$ cat config.mk
export PLATFORM = sky130hd
export DESIGN_NAME = transmissao_serial
export DESIGN_NICKNAME = d
export VERILOG_FILES = /design/src/verilog/transmissao_serial_pkg.sv /design/src/verilog/tabuleiro_pkg.sv /design/src/verilog/tabuleiro_apb.sv /design/src/verilog/transmissao_serial_fd.sv /design/src/verilog/transmissao_serial_uc.sv /design/src/verilog/hexa7seg.sv /design/src/verilog/transmissao_serial.sv
export SDC_FILE = /design/constraint.sdc
export NUM_CORES = 1
export LEC_CHECK = 0
export BUFFER_PORTS_ARGS = -buffer_cell sky130_fd_sc_hd__buf_2
export CAP_MARGIN = 20
export CORE_ASPECT_RATIO = 1.4
export CORE_UTILIZATION = 60
export CTS_CLUSTER_SIZE = 28
export DETAILED_ROUTE_END_ITERATION = 7
export GPL_TIMING_DRIVEN = 0
export PLACE_DENSITY = 0.84
export SYNTH_ARGS = -nofsm -noshare
export SYNTH_HDL_FRONTEND = slang
export SYNTH_HIERARCHICAL = 1
export SYNTH_SLANG_ARGS = --single-unit
$ cat constraint.sdc
create_clock -name clock -period 2.9 [get_ports clock]
set_clock_uncertainty 0.15 [all_clocks]
set_input_delay 0.58 -clock clock [delete_from_list [all_inputs] [get_ports clock]]
set_output_delay 0.58 -clock clock [all_outputs]
set_load 0.02 [all_outputs]
$ cat src/verilog/transmissao_serial_pkg.sv
`default_nettype none

package transmissao_serial_pkg;

    // temporizacao do bit serial
    localparam int CICLOS_POR_BIT = 4;
    localparam int LARGURA_TEMPO  = $clog2(CICLOS_POR_BIT);

    // quadro: partida + 8 dados + parada
    localparam int BITS_QUADRO    = 10;
    localparam int LARGURA_COLUNA = $clog2(BITS_QUADRO);

    // codigo do estado vai direto para o display
    typedef enum logic [3:0] {
        inicial       = 4'd0,
        preparacao    = 4'd1,
        carga_linha   = 4'd2,
        transmissao   = 4'd3,
        proximo_bit   = 4'd4,
        proxima_linha = 4'd5,
        finalizacao   = 4'd6
    } estado_t;

endpackage

`default_nettype wire

$ cat src/verilog/tabuleiro_pkg.sv
`default_nettype none

package tabuleiro_pkg;

    // dimensoes do tabuleiro
    localparam int NUM_LINHAS    = 8;
    localparam int NUM_COLUNAS   = 8;
    localparam int LARGURA_LINHA = $clog2(NUM_LINHAS);

    // mapa apb: linha n no endereco 4*n
    localparam int ENDERECO_LARGURA = 5;
    localparam int ENDERECO_MAXIMO  = 4 * (NUM_LINHAS - 1);

    typedef enum logic {
        leitura = 1'b0,
        escrita = 1'b1
    } apb_op_t;

endpackage

`default_nettype wire

$ cat src/verilog/tabuleiro_apb.sv
`default_nettype none

module tabuleiro_apb (
    input  logic                                    clock,
    input  logic                                    rst_n,
    input  logic                                    psel,
    input  logic                                    penable,
    input  logic                                    pwrite,
    input  logic [tabuleiro_pkg::ENDERECO_LARGURA-1:0] paddr,
    input  logic [tabuleiro_pkg::NUM_COLUNAS-1:0]   pwdata,
    output logic [tabuleiro_pkg::NUM_COLUNAS-1:0]   prdata,
    output logic                                    pready,
    output logic                                    pslverr,
    output logic [tabuleiro_pkg::NUM_COLUNAS-1:0]   linha_0,
    output logic [tabuleiro_pkg::NUM_COLUNAS-1:0]   linha_1,
    output logic [tabuleiro_pkg::NUM_COLUNAS-1:0]   linha_2,
    output logic [tabuleiro_pkg::NUM_COLUNAS-1:0]   linha_3,
    output logic [tabuleiro_pkg::NUM_COLUNAS-1:0]   linha_4,
    output logic [tabuleiro_pkg::NUM_COLUNAS-1:0]   linha_5,
    output logic [tabuleiro_pkg::NUM_COLUNAS-1:0]   linha_6,
    output logic [tabuleiro_pkg::NUM_COLUNAS-1:0]   linha_7
);

    import tabuleiro_pkg::*;

    logic [NUM_COLUNAS-1:0]   tabuleiro [NUM_LINHAS];
    logic [LARGURA_LINHA-1:0] indice;
    logic                     endereco_valido;
    logic                     acesso;
    apb_op_t                  operacao;

    assign operacao = pwrite ? escrita : leitura;
    assign acesso   = psel && penable;

    // so enderecos alinhados dentro do mapa
    assign endereco_valido = (paddr[1:0] == 2'b00) &&
                             (paddr <= ENDERECO_LARGURA'(ENDERECO_MAXIMO));
    assign indice          = paddr[LARGURA_LINHA+1:2];

    always_ff @(posedge clock) begin
        if (!rst_n) begin
            for (int i = 0; i < NUM_LINHAS; i++) begin
                tabuleiro[i] <= '0;
            end
        end else if (acesso && operacao == escrita && endereco_valido) begin
            tabuleiro[indice] <= pwdata;
        end
    end

    // leitura combinacional na fase de acesso
    always_comb begin
        prdata = '0;
        if (acesso && operacao == leitura && endereco_valido) begin
            prdata = tabuleiro[indice];
        end
    end

    // sem estados de espera
    assign pready  = 1'b1;
    assign pslverr = acesso && !endereco_valido;

    assign linha_0 = tabuleiro[0];
    assign linha_1 = tabuleiro[1];
    assign linha_2 = tabuleiro[2];
    assign linha_3 = tabuleiro[3];
    assign linha_4 = tabuleiro[4];
    assign linha_5 = tabuleiro[5];
    assign linha_6 = tabuleiro[6];
    assign linha_7 = tabuleiro[7];

    // protocolo do mestre: penable so dentro de uma selecao
    a_penable_com_psel: assert property (
        @(posedge clock) disable iff (!rst_n)
        penable |-> psel
    );

endmodule

`default_nettype wire

$ cat src/verilog/transmissao_serial_fd.sv
`default_nettype none

module transmissao_serial_fd (
    input  logic                                  clock,
    input  logic                                  rst_n,
    input  logic [tabuleiro_pkg::NUM_COLUNAS-1:0] linha_0,
    input  logic [tabuleiro_pkg::NUM_COLUNAS-1:0] linha_1,
    input  logic [tabuleiro_pkg::NUM_COLUNAS-1:0] linha_2,
    input  logic [tabuleiro_pkg::NUM_COLUNAS-1:0] linha_3,
    input  logic [tabuleiro_pkg::NUM_COLUNAS-1:0] linha_4,
    input  logic [tabuleiro_pkg::NUM_COLUNAS-1:0] linha_5,
    input  logic [tabuleiro_pkg::NUM_COLUNAS-1:0] linha_6,
    input  logic [tabuleiro_pkg::NUM_COLUNAS-1:0] linha_7,
    input  logic                                  zera_linha,
    input  logic                                  zera_coluna,
    input  logic                                  carrega_linha,
    input  logic                                  partida_serial,
    input  logic                                  conta_coluna,
    input  logic                                  conta_linha,
    output logic                                  fim_bit,
    output logic                                  fim_coluna,
    output logic                                  fim_linha,
    output logic                                  saida_serial
);

    import transmissao_serial_pkg::*;
    import tabuleiro_pkg::*;

    logic [LARGURA_TEMPO-1:0]  contador_bit;
    logic [LARGURA_COLUNA-1:0] coluna;
    logic [LARGURA_LINHA-1:0]  linha;
    logic [BITS_QUADRO-1:0]    quadro;
    logic [NUM_COLUNAS-1:0]    tabuleiro [NUM_LINHAS];
    logic [NUM_COLUNAS-1:0]    linha_atual;

    // temporizador do bit
    // a janela de cada bit e 1..CICLOS-1 e depois 0, o zero cai em proximo_bit
    always_ff @(posedge clock) begin
        if (!rst_n) begin
            contador_bit <= '0;
        end else if (partida_serial) begin
            contador_bit <= LARGURA_TEMPO'(1);
        end else if (contador_bit == LARGURA_TEMPO'(CICLOS_POR_BIT - 1)) begin
            contador_bit <= '0;
        end else begin
            contador_bit <= contador_bit + 1'b1;
        end
    end

    assign fim_bit = (contador_bit == LARGURA_TEMPO'(CICLOS_POR_BIT - 1));

    // contador de coluna, modulo BITS_QUADRO
    always_ff @(posedge clock) begin
        if (!rst_n || zera_coluna) begin
            coluna <= '0;
        end else if (conta_coluna) begin
            if (fim_coluna) begin
                coluna <= '0;
            end else begin
                coluna <= coluna + 1'b1;
            end
        end
    end

    assign fim_coluna = (coluna == LARGURA_COLUNA'(BITS_QUADRO - 1));

    // contador de linha
    always_ff @(posedge clock) begin
        if (!rst_n || zera_linha) begin
            linha <= '0;
        end else if (conta_linha) begin
            linha <= linha + 1'b1;
        end
    end

    assign fim_linha = (linha == LARGURA_LINHA'(NUM_LINHAS - 1));

    // selecao da linha a carregar
    assign tabuleiro = '{linha_0, linha_1, linha_2, linha_3,
                         linha_4, linha_5, linha_6, linha_7};
    assign linha_atual = tabuleiro[linha];

    // registrador de deslocamento do quadro, lsb sai primeiro
    always_ff @(posedge clock) begin
        if (!rst_n) begin
            quadro <= '1;
        end else if (carrega_linha) begin
            quadro <= {1'b1, linha_atual, 1'b0};
        end else if (conta_coluna) begin
            quadro <= {1'b1, quadro[BITS_QUADRO-1:1]};
        end
    end

    assign saida_serial = quadro[0];

    a_coluna_limite: assert property (
        @(posedge clock) disable iff (!rst_n)
        coluna <= LARGURA_COLUNA'(BITS_QUADRO - 1)
    );

endmodule

`default_nettype wire

$ cat src/verilog/transmissao_serial_uc.sv
`default_nettype none

module transmissao_serial_uc (
    input  logic                            clock,
    input  logic                            rst_n,
    input  logic                            iniciar,
    input  logic                            fim_bit,
    input  logic                            fim_coluna,
    input  logic                            fim_linha,
    output logic                            zera_linha,
    output logic                            zera_coluna,
    output logic                            carrega_linha,
    output logic                            partida_serial,
    output logic                            conta_coluna,
    output logic                            conta_linha,
    output logic                            fim,
    output transmissao_serial_pkg::estado_t db_estado
);

    import transmissao_serial_pkg::*;

    estado_t estado;
    estado_t proximo;

    // registrador de estado
    always_ff @(posedge clock) begin
        if (!rst_n) begin
            estado <= inicial;
        end else begin
            estado <= proximo;
        end
    end

    // logica de proximo estado
    always_comb begin
        proximo = estado;
        case (estado)
            inicial: begin
                // iniciar so e visto aqui
                if (iniciar) begin
                    proximo = preparacao;
                end
            end
            preparacao: begin
                proximo = carga_linha;
            end
            carga_linha: begin
                proximo = transmissao;
            end
            transmissao: begin
                if (fim_bit) begin
                    proximo = proximo_bit;
                end
            end
            proximo_bit: begin
                if (!fim_coluna) begin
                    proximo = transmissao;
                end else if (fim_linha) begin
                    proximo = finalizacao;
                end else begin
                    proximo = proxima_linha;
                end
            end
            proxima_linha: begin
                proximo = carga_linha;
            end
            finalizacao: begin
                proximo = inicial;
            end
            default: begin
                proximo = inicial;
            end
        endcase
    end

    // saidas de moore
    always_comb begin
        zera_linha     = 1'b0;
        zera_coluna    = 1'b0;
        carrega_linha  = 1'b0;
        partida_serial = 1'b0;
        conta_coluna   = 1'b0;
        conta_linha    = 1'b0;
        fim            = 1'b0;
        case (estado)
            preparacao: begin
                zera_linha  = 1'b1;
                zera_coluna = 1'b1;
            end
            carga_linha: begin
                zera_coluna    = 1'b1;
                carrega_linha  = 1'b1;
                partida_serial = 1'b1;
            end
            proximo_bit:   conta_coluna = 1'b1;
            proxima_linha: conta_linha  = 1'b1;
            finalizacao:   fim          = 1'b1;
            default: begin
            end
        endcase
    end

    assign db_estado = estado;

    // fim volta a zero no ciclo seguinte
    a_fim_pulso: assert property (
        @(posedge clock) disable iff (!rst_n)
        fim |=> !fim
    );

endmodule

`default_nettype wire

$ cat src/verilog/hexa7seg.sv
`default_nettype none

module hexa7seg (
    input  logic [3:0] hexa,
    output logic [6:0] display
);

    // segmentos gfedcba, ativos em alto
    always_comb begin
        case (hexa)
            4'h0: display = 7'b0111111;
            4'h1: display = 7'b0000110;
            4'h2: display = 7'b1011011;
            4'h3: display = 7'b1001111;
            4'h4: display = 7'b1100110;
            4'h5: display = 7'b1101101;
            4'h6: display = 7'b1111101;
            4'h7: display = 7'b0000111;
            4'h8: display = 7'b1111111;
            4'h9: display = 7'b1101111;
            4'ha: display = 7'b1110111;
            4'hb: display = 7'b1111100;
            4'hc: display = 7'b0111001;
            4'hd: display = 7'b1011110;
            4'he: display = 7'b1111001;
            4'hf: display = 7'b1110001;
            default: display = 7'b0000000;
        endcase
    end

endmodule

`default_nettype wire

$ cat src/verilog/transmissao_serial.sv
`default_nettype none

module transmissao_serial (
    input  logic                                       clock,
    input  logic                                       rst_n,
    input  logic                                       iniciar,
    input  logic                                       psel,
    input  logic                                       penable,
    input  logic                                       pwrite,
    input  logic [tabuleiro_pkg::ENDERECO_LARGURA-1:0] paddr,
    input  logic [tabuleiro_pkg::NUM_COLUNAS-1:0]      pwdata,
    output logic [tabuleiro_pkg::NUM_COLUNAS-1:0]      prdata,
    output logic                                       pready,
    output logic                                       pslverr,
    output logic                                       saida_serial,
    output logic                                       fim,
    output logic                                       db_partida_serial,
    output logic                                       db_saida_serial,
    output logic [6:0]                                 db_estado
);

    import transmissao_serial_pkg::*;
    import tabuleiro_pkg::*;

    logic [NUM_COLUNAS-1:0] s_linha [NUM_LINHAS];
    logic                   s_zera_linha;
    logic                   s_zera_coluna;
    logic                   s_carrega_linha;
    logic                   s_partida_serial;
    logic                   s_conta_coluna;
    logic                   s_conta_linha;
    logic                   s_fim_bit;
    logic                   s_fim_coluna;
    logic                   s_fim_linha;
    logic                   s_saida_serial;
    estado_t                s_estado;

    // banco de registradores do tabuleiro
    tabuleiro_apb u_tabuleiro_apb (
        .clock   (clock),
        .rst_n   (rst_n),
        .psel    (psel),
        .penable (penable),
        .pwrite  (pwrite),
        .paddr   (paddr),
        .pwdata  (pwdata),
        .prdata  (prdata),
        .pready  (pready),
        .pslverr (pslverr),
        .linha_0 (s_linha[0]),
        .linha_1 (s_linha[1]),
        .linha_2 (s_linha[2]),
        .linha_3 (s_linha[3]),
        .linha_4 (s_linha[4]),
        .linha_5 (s_linha[5]),
        .linha_6 (s_linha[6]),
        .linha_7 (s_linha[7])
    );

    // fluxo de dados
    transmissao_serial_fd u_fd (
        .clock          (clock),
        .rst_n          (rst_n),
        .linha_0        (s_linha[0]),
        .linha_1        (s_linha[1]),
        .linha_2        (s_linha[2]),
        .linha_3        (s_linha[3]),
        .linha_4        (s_linha[4]),
        .linha_5        (s_linha[5]),
        .linha_6        (s_linha[6]),
        .linha_7        (s_linha[7]),
        .zera_linha     (s_zera_linha),
        .zera_coluna    (s_zera_coluna),
        .carrega_linha  (s_carrega_linha),
        .partida_serial (s_partida_serial),
        .conta_coluna   (s_conta_coluna),
        .conta_linha    (s_conta_linha),
        .fim_bit        (s_fim_bit),
        .fim_coluna     (s_fim_coluna),
        .fim_linha      (s_fim_linha),
        .saida_serial   (s_saida_serial)
    );

    // unidade de controle
    transmissao_serial_uc u_uc (
        .clock          (clock),
        .rst_n          (rst_n),
        .iniciar        (iniciar),
        .fim_bit        (s_fim_bit),
        .fim_coluna     (s_fim_coluna),
        .fim_linha      (s_fim_linha),
        .zera_linha     (s_zera_linha),
        .zera_coluna    (s_zera_coluna),
        .carrega_linha  (s_carrega_linha),
        .partida_serial (s_partida_serial),
        .conta_coluna   (s_conta_coluna),
        .conta_linha    (s_conta_linha),
        .fim            (fim),
        .db_estado      (s_estado)
    );

    hexa7seg u_hexa_estado (
        .hexa    (s_estado),
        .display (db_estado)
    );

    assign saida_serial = s_saida_serial;

    // depuracao
    assign db_partida_serial = s_partida_serial;
    assign db_saida_serial   = s_saida_serial;

endmodule

`default_nettype wire

==> out/metrics.yaml <==
place:
  dp_hpwl_mm: 8.72
  gp_congestion: 0.930
  post-place-ws_ns: -0.291
  numPortBuffers: 37
sta:
  rsz0062_at_grt: "no"
  setup_violations: 0
  drv_slew: 0
  finalSetupTns_ns: 0
  worstMarginPinSlew_ns: 1.00
  period_share_pct: 98.7
  relSlewSlack_pct: 32.7
  fmax_ghz: 0.349
  worst_slack_ns: 0.0379
  final-hold-violation-count: 0
  min_period_ns: 2.86
global_routing:
  grt_use_total_pct: 31.4
  grt_pass1_wl_mm: 19.2
  grt_max_degree: 16
  gr-total-overflow: 0
  antenna_found_initial: 0
  grt_pass1_vias: 3741
floorplan:
  die_area_sq_um: 8470
  ios: 40
  initial_core_util_pct: 62.4
  placementRows: 38
  fp.dieH_um: 109
  coreArea_sq_um: 7800
  die_x_um: 78.1
cts:
  clk_latency_ns: 0.36
  cts_tree: "yes"
  cts-root-buf: "clkbuf_8"
  cts_sinks: 85
  post-cts-setup-buffer-count: 0
  cts.clk_slew.worst_paths_ns: 0.09
  cts_buffer_depth: 2
  htreeDepth: 3
  cts_buffers: 9
setup_path:
  cp.required_ns: 2.17
  rrSetupSlack_ns: 0.67
  endpoint_kind: "primary output"
  crit_fanout: 8
  crit_type: "input pin to primary output"
  worst-endpoint-arrival_ns: 2.13
  r2r-end: "u_fd/quadro[5]$_SDFFE_PN1P_"
  rr_worst_depth: 6
  rr_startpoint: "u_uc/db_estado[1]$_SDFFE_PN0P_"
  critPathLaunchType: "input pin"
synth:
  synth_warnings: 6
  ys_ff_latch: 85
  synth_xor_area_share_pct: 0.540
  syn_inst: 429
  synth_compound_area_share_pct: 10.1
  syn_area_per_cell_sq_um: 11.3
  synth_top_family_by_area: "simple AND/OR/NAND/NOR gates"
  netlist-cell-type-count: 65
  post_synth_instance_area_sq_um: 4860
  synth_edf_count: 64
  yosys.area_share.adder_pct: 2.57
  syn_nets: 458
  synth_simple_gate_area_share_pct: 17.3
  ys.flop_type: "edfxtp_1"
  synth_mux_area_share_pct: 15.4
  ys_seq_area_share_pct: 48.2
  synth-async-reset-ratio_pct: 0
route:
  wl_per_cell_um: 20.8
  antenna_left: 0
  dr.pass1.iters: 5
  drt_wl_total_mm: 12.2
  viasPerCell: 6.41
  drt_iter0_markers: 366
  drc: 0
  vias: 3750
flow_run:
  cap_viol_max_count: 0
cells_and_area:
  diodes: 0
  nNetsFinal: 510
  syn_to_final_growth_pct: 11.2
  drive_gt1_share_pct: 21.9
power_and_ir_drop:
  max-vdd-ir-drop_mv: 0.373
  cellPowerDensity_nw_per_um2: 477
  p_leak_nw: 1.98
hold_path:
  whs_path_depth: 3
  hold_path_class: "input pin to flop"
  min_from: "iniciar"
  whs_endpoint: "u_uc/db_estado[0]$_SDFFE_PN0P_"
run_status:
  status: "completed"
-- metal layers --
layer	share of wire, %	up-vias	wire length [um]	GRT usage [%]
met2	51	215	6210	54.4
met4	4.7	0	577	19.4
met5	0	-	0	0
met3	8.2	47	991	7.09
met1	36	1792	4380	35.0
li1	-	1696	-	-
-- logic make-up after synthesis --
kind of cell / after synthesis
other: 2
adder cells (fa/ha/maj): 10
AND/OR/NAND/NOR: 166
AO/OA/AOI/OAI: 73
buffers and inverters: 39
multiplexers: 51
XOR/XNOR: 3
flip-flops: 85
-- sequential cells by signal, summed over array words and instances, names as in the netlist --
signal and count:
u_fd/coluna 4, u_fd/linha 3, u_tabuleiro_apb/tabuleiro 64, u_uc/db_estado 3
u_fd/quadro 9, u_fd/contador_bit 2
-- layout by cell type (no fill, tap or decap), types with 10 or more instances in the layout --
master and n:
clkbuf_8 12, buf_4 13, o22ai_1 13, mux2i_1 27, nand2_1 25, nor2_1 67, and2_1 16, edfxtp_1 64
buf_2 44, mux4_1 10, a21oi_1 14, dfxtp_1 21, ha_1 10
-- Yosys cell counts (all sizes together) (9+ instances only) --
| library cell | count | share of area (%) |
|---|---|---|
| nand2b | 9 | 1.2 |
| a21oi | 16 | 1.6 |
| dfxtp | 21 | 8.6 |
| nand2 | 25 | 1.9 |
| o21ai | 12 | 1.2 |
| edfxtp | 64 | 40 |
| mux2i | 27 | 5.6 |
| and2 | 16 | 2.1 |
| mux4 | 15 | 7.7 |
| ha | 10 | 2.6 |
| nor2 | 67 | 5.2 |
| o22ai | 13 | 1.7 |
| mux2 | 9 | 2.2 |
| buf | 24 | 3.9 |
-- timing repair --
item | 4_1_cts | 5_1_grt
endpoints found under the setup margin | 2 | 17
gates cloned | 0 | 0
endpoints found under the hold margin | 0 | 0
gates resized for setup | 1 | 6
hold buffers | 0 | 0
-- cell type report --
type | instances | area, sq um
Timing Repair Buffer | 42 | 225
Clock inverter | 6 | 65.1
Multi-Input combinational cell | 305 | 2250
Clock buffer | 9 | 124
Tap cell | 100 | 125
Inverter | 7 | 26.3
Sequential cell | 85 | 2340
Buffer | 31 | 250
Fill cell | 582 | 2390
-- through the flow --
step	instances	hold WS [ns]	power [mW]	utilization [%]	area, sq um
2_1_floorplan	429	0.304	1.67	-	4860
3_3_place_gp	566	0.315	1.76	66.4	5170
3_5_place_dp	571	0.339	1.78	66.8	5210
4_1_cts	586	0.335	2.58	69.3	5400
5_1_grt	585	0.345	2.67	69.4	5410
6_report	585	0.348	2.58	69.4	5410
-- how the worst max path moves through the flow --
stage,depth (start not counted),to,slack (ns),start
CTS,7,prdata[2],0.009,paddr[0]
global route,7,prdata[2],0.006,paddr[0]
finish,7,prdata[2],0.04,paddr[0]
global placement,5,u_tabuleiro_apb/tabuleiro[6][1]$_SDFFCE_PN0P_,-0.56,paddr[4]
floorplan,5,prdata[1],0.25,paddr[0]
detailed placement,6,u_tabuleiro_apb/tabuleiro[7][1]$_SDFFCE_PN0P_,-0.29,paddr[4]
-- worst max-delay path, stage by stage --
cell	delay (ns)
buf_2	0.10
and4bb_2	0.33
nand2b_1	0.06
clkbuf_4	0.21
or4_1	0.55
a21oi_2	0.13
buf_4	0.15
-- power breakdown --
| group | switching [mW] | internal, mW | leakage, nW |
|---|---|---|---|
| Clock | 0.423 | 0.391 | 0.0850 |
| Combinational | 0.205 | 0.152 | 1.12 |
| Sequential | 0.0406 | 1.37 | 0.779 |
Note: power is estimated with default switching activity, not from simulation.
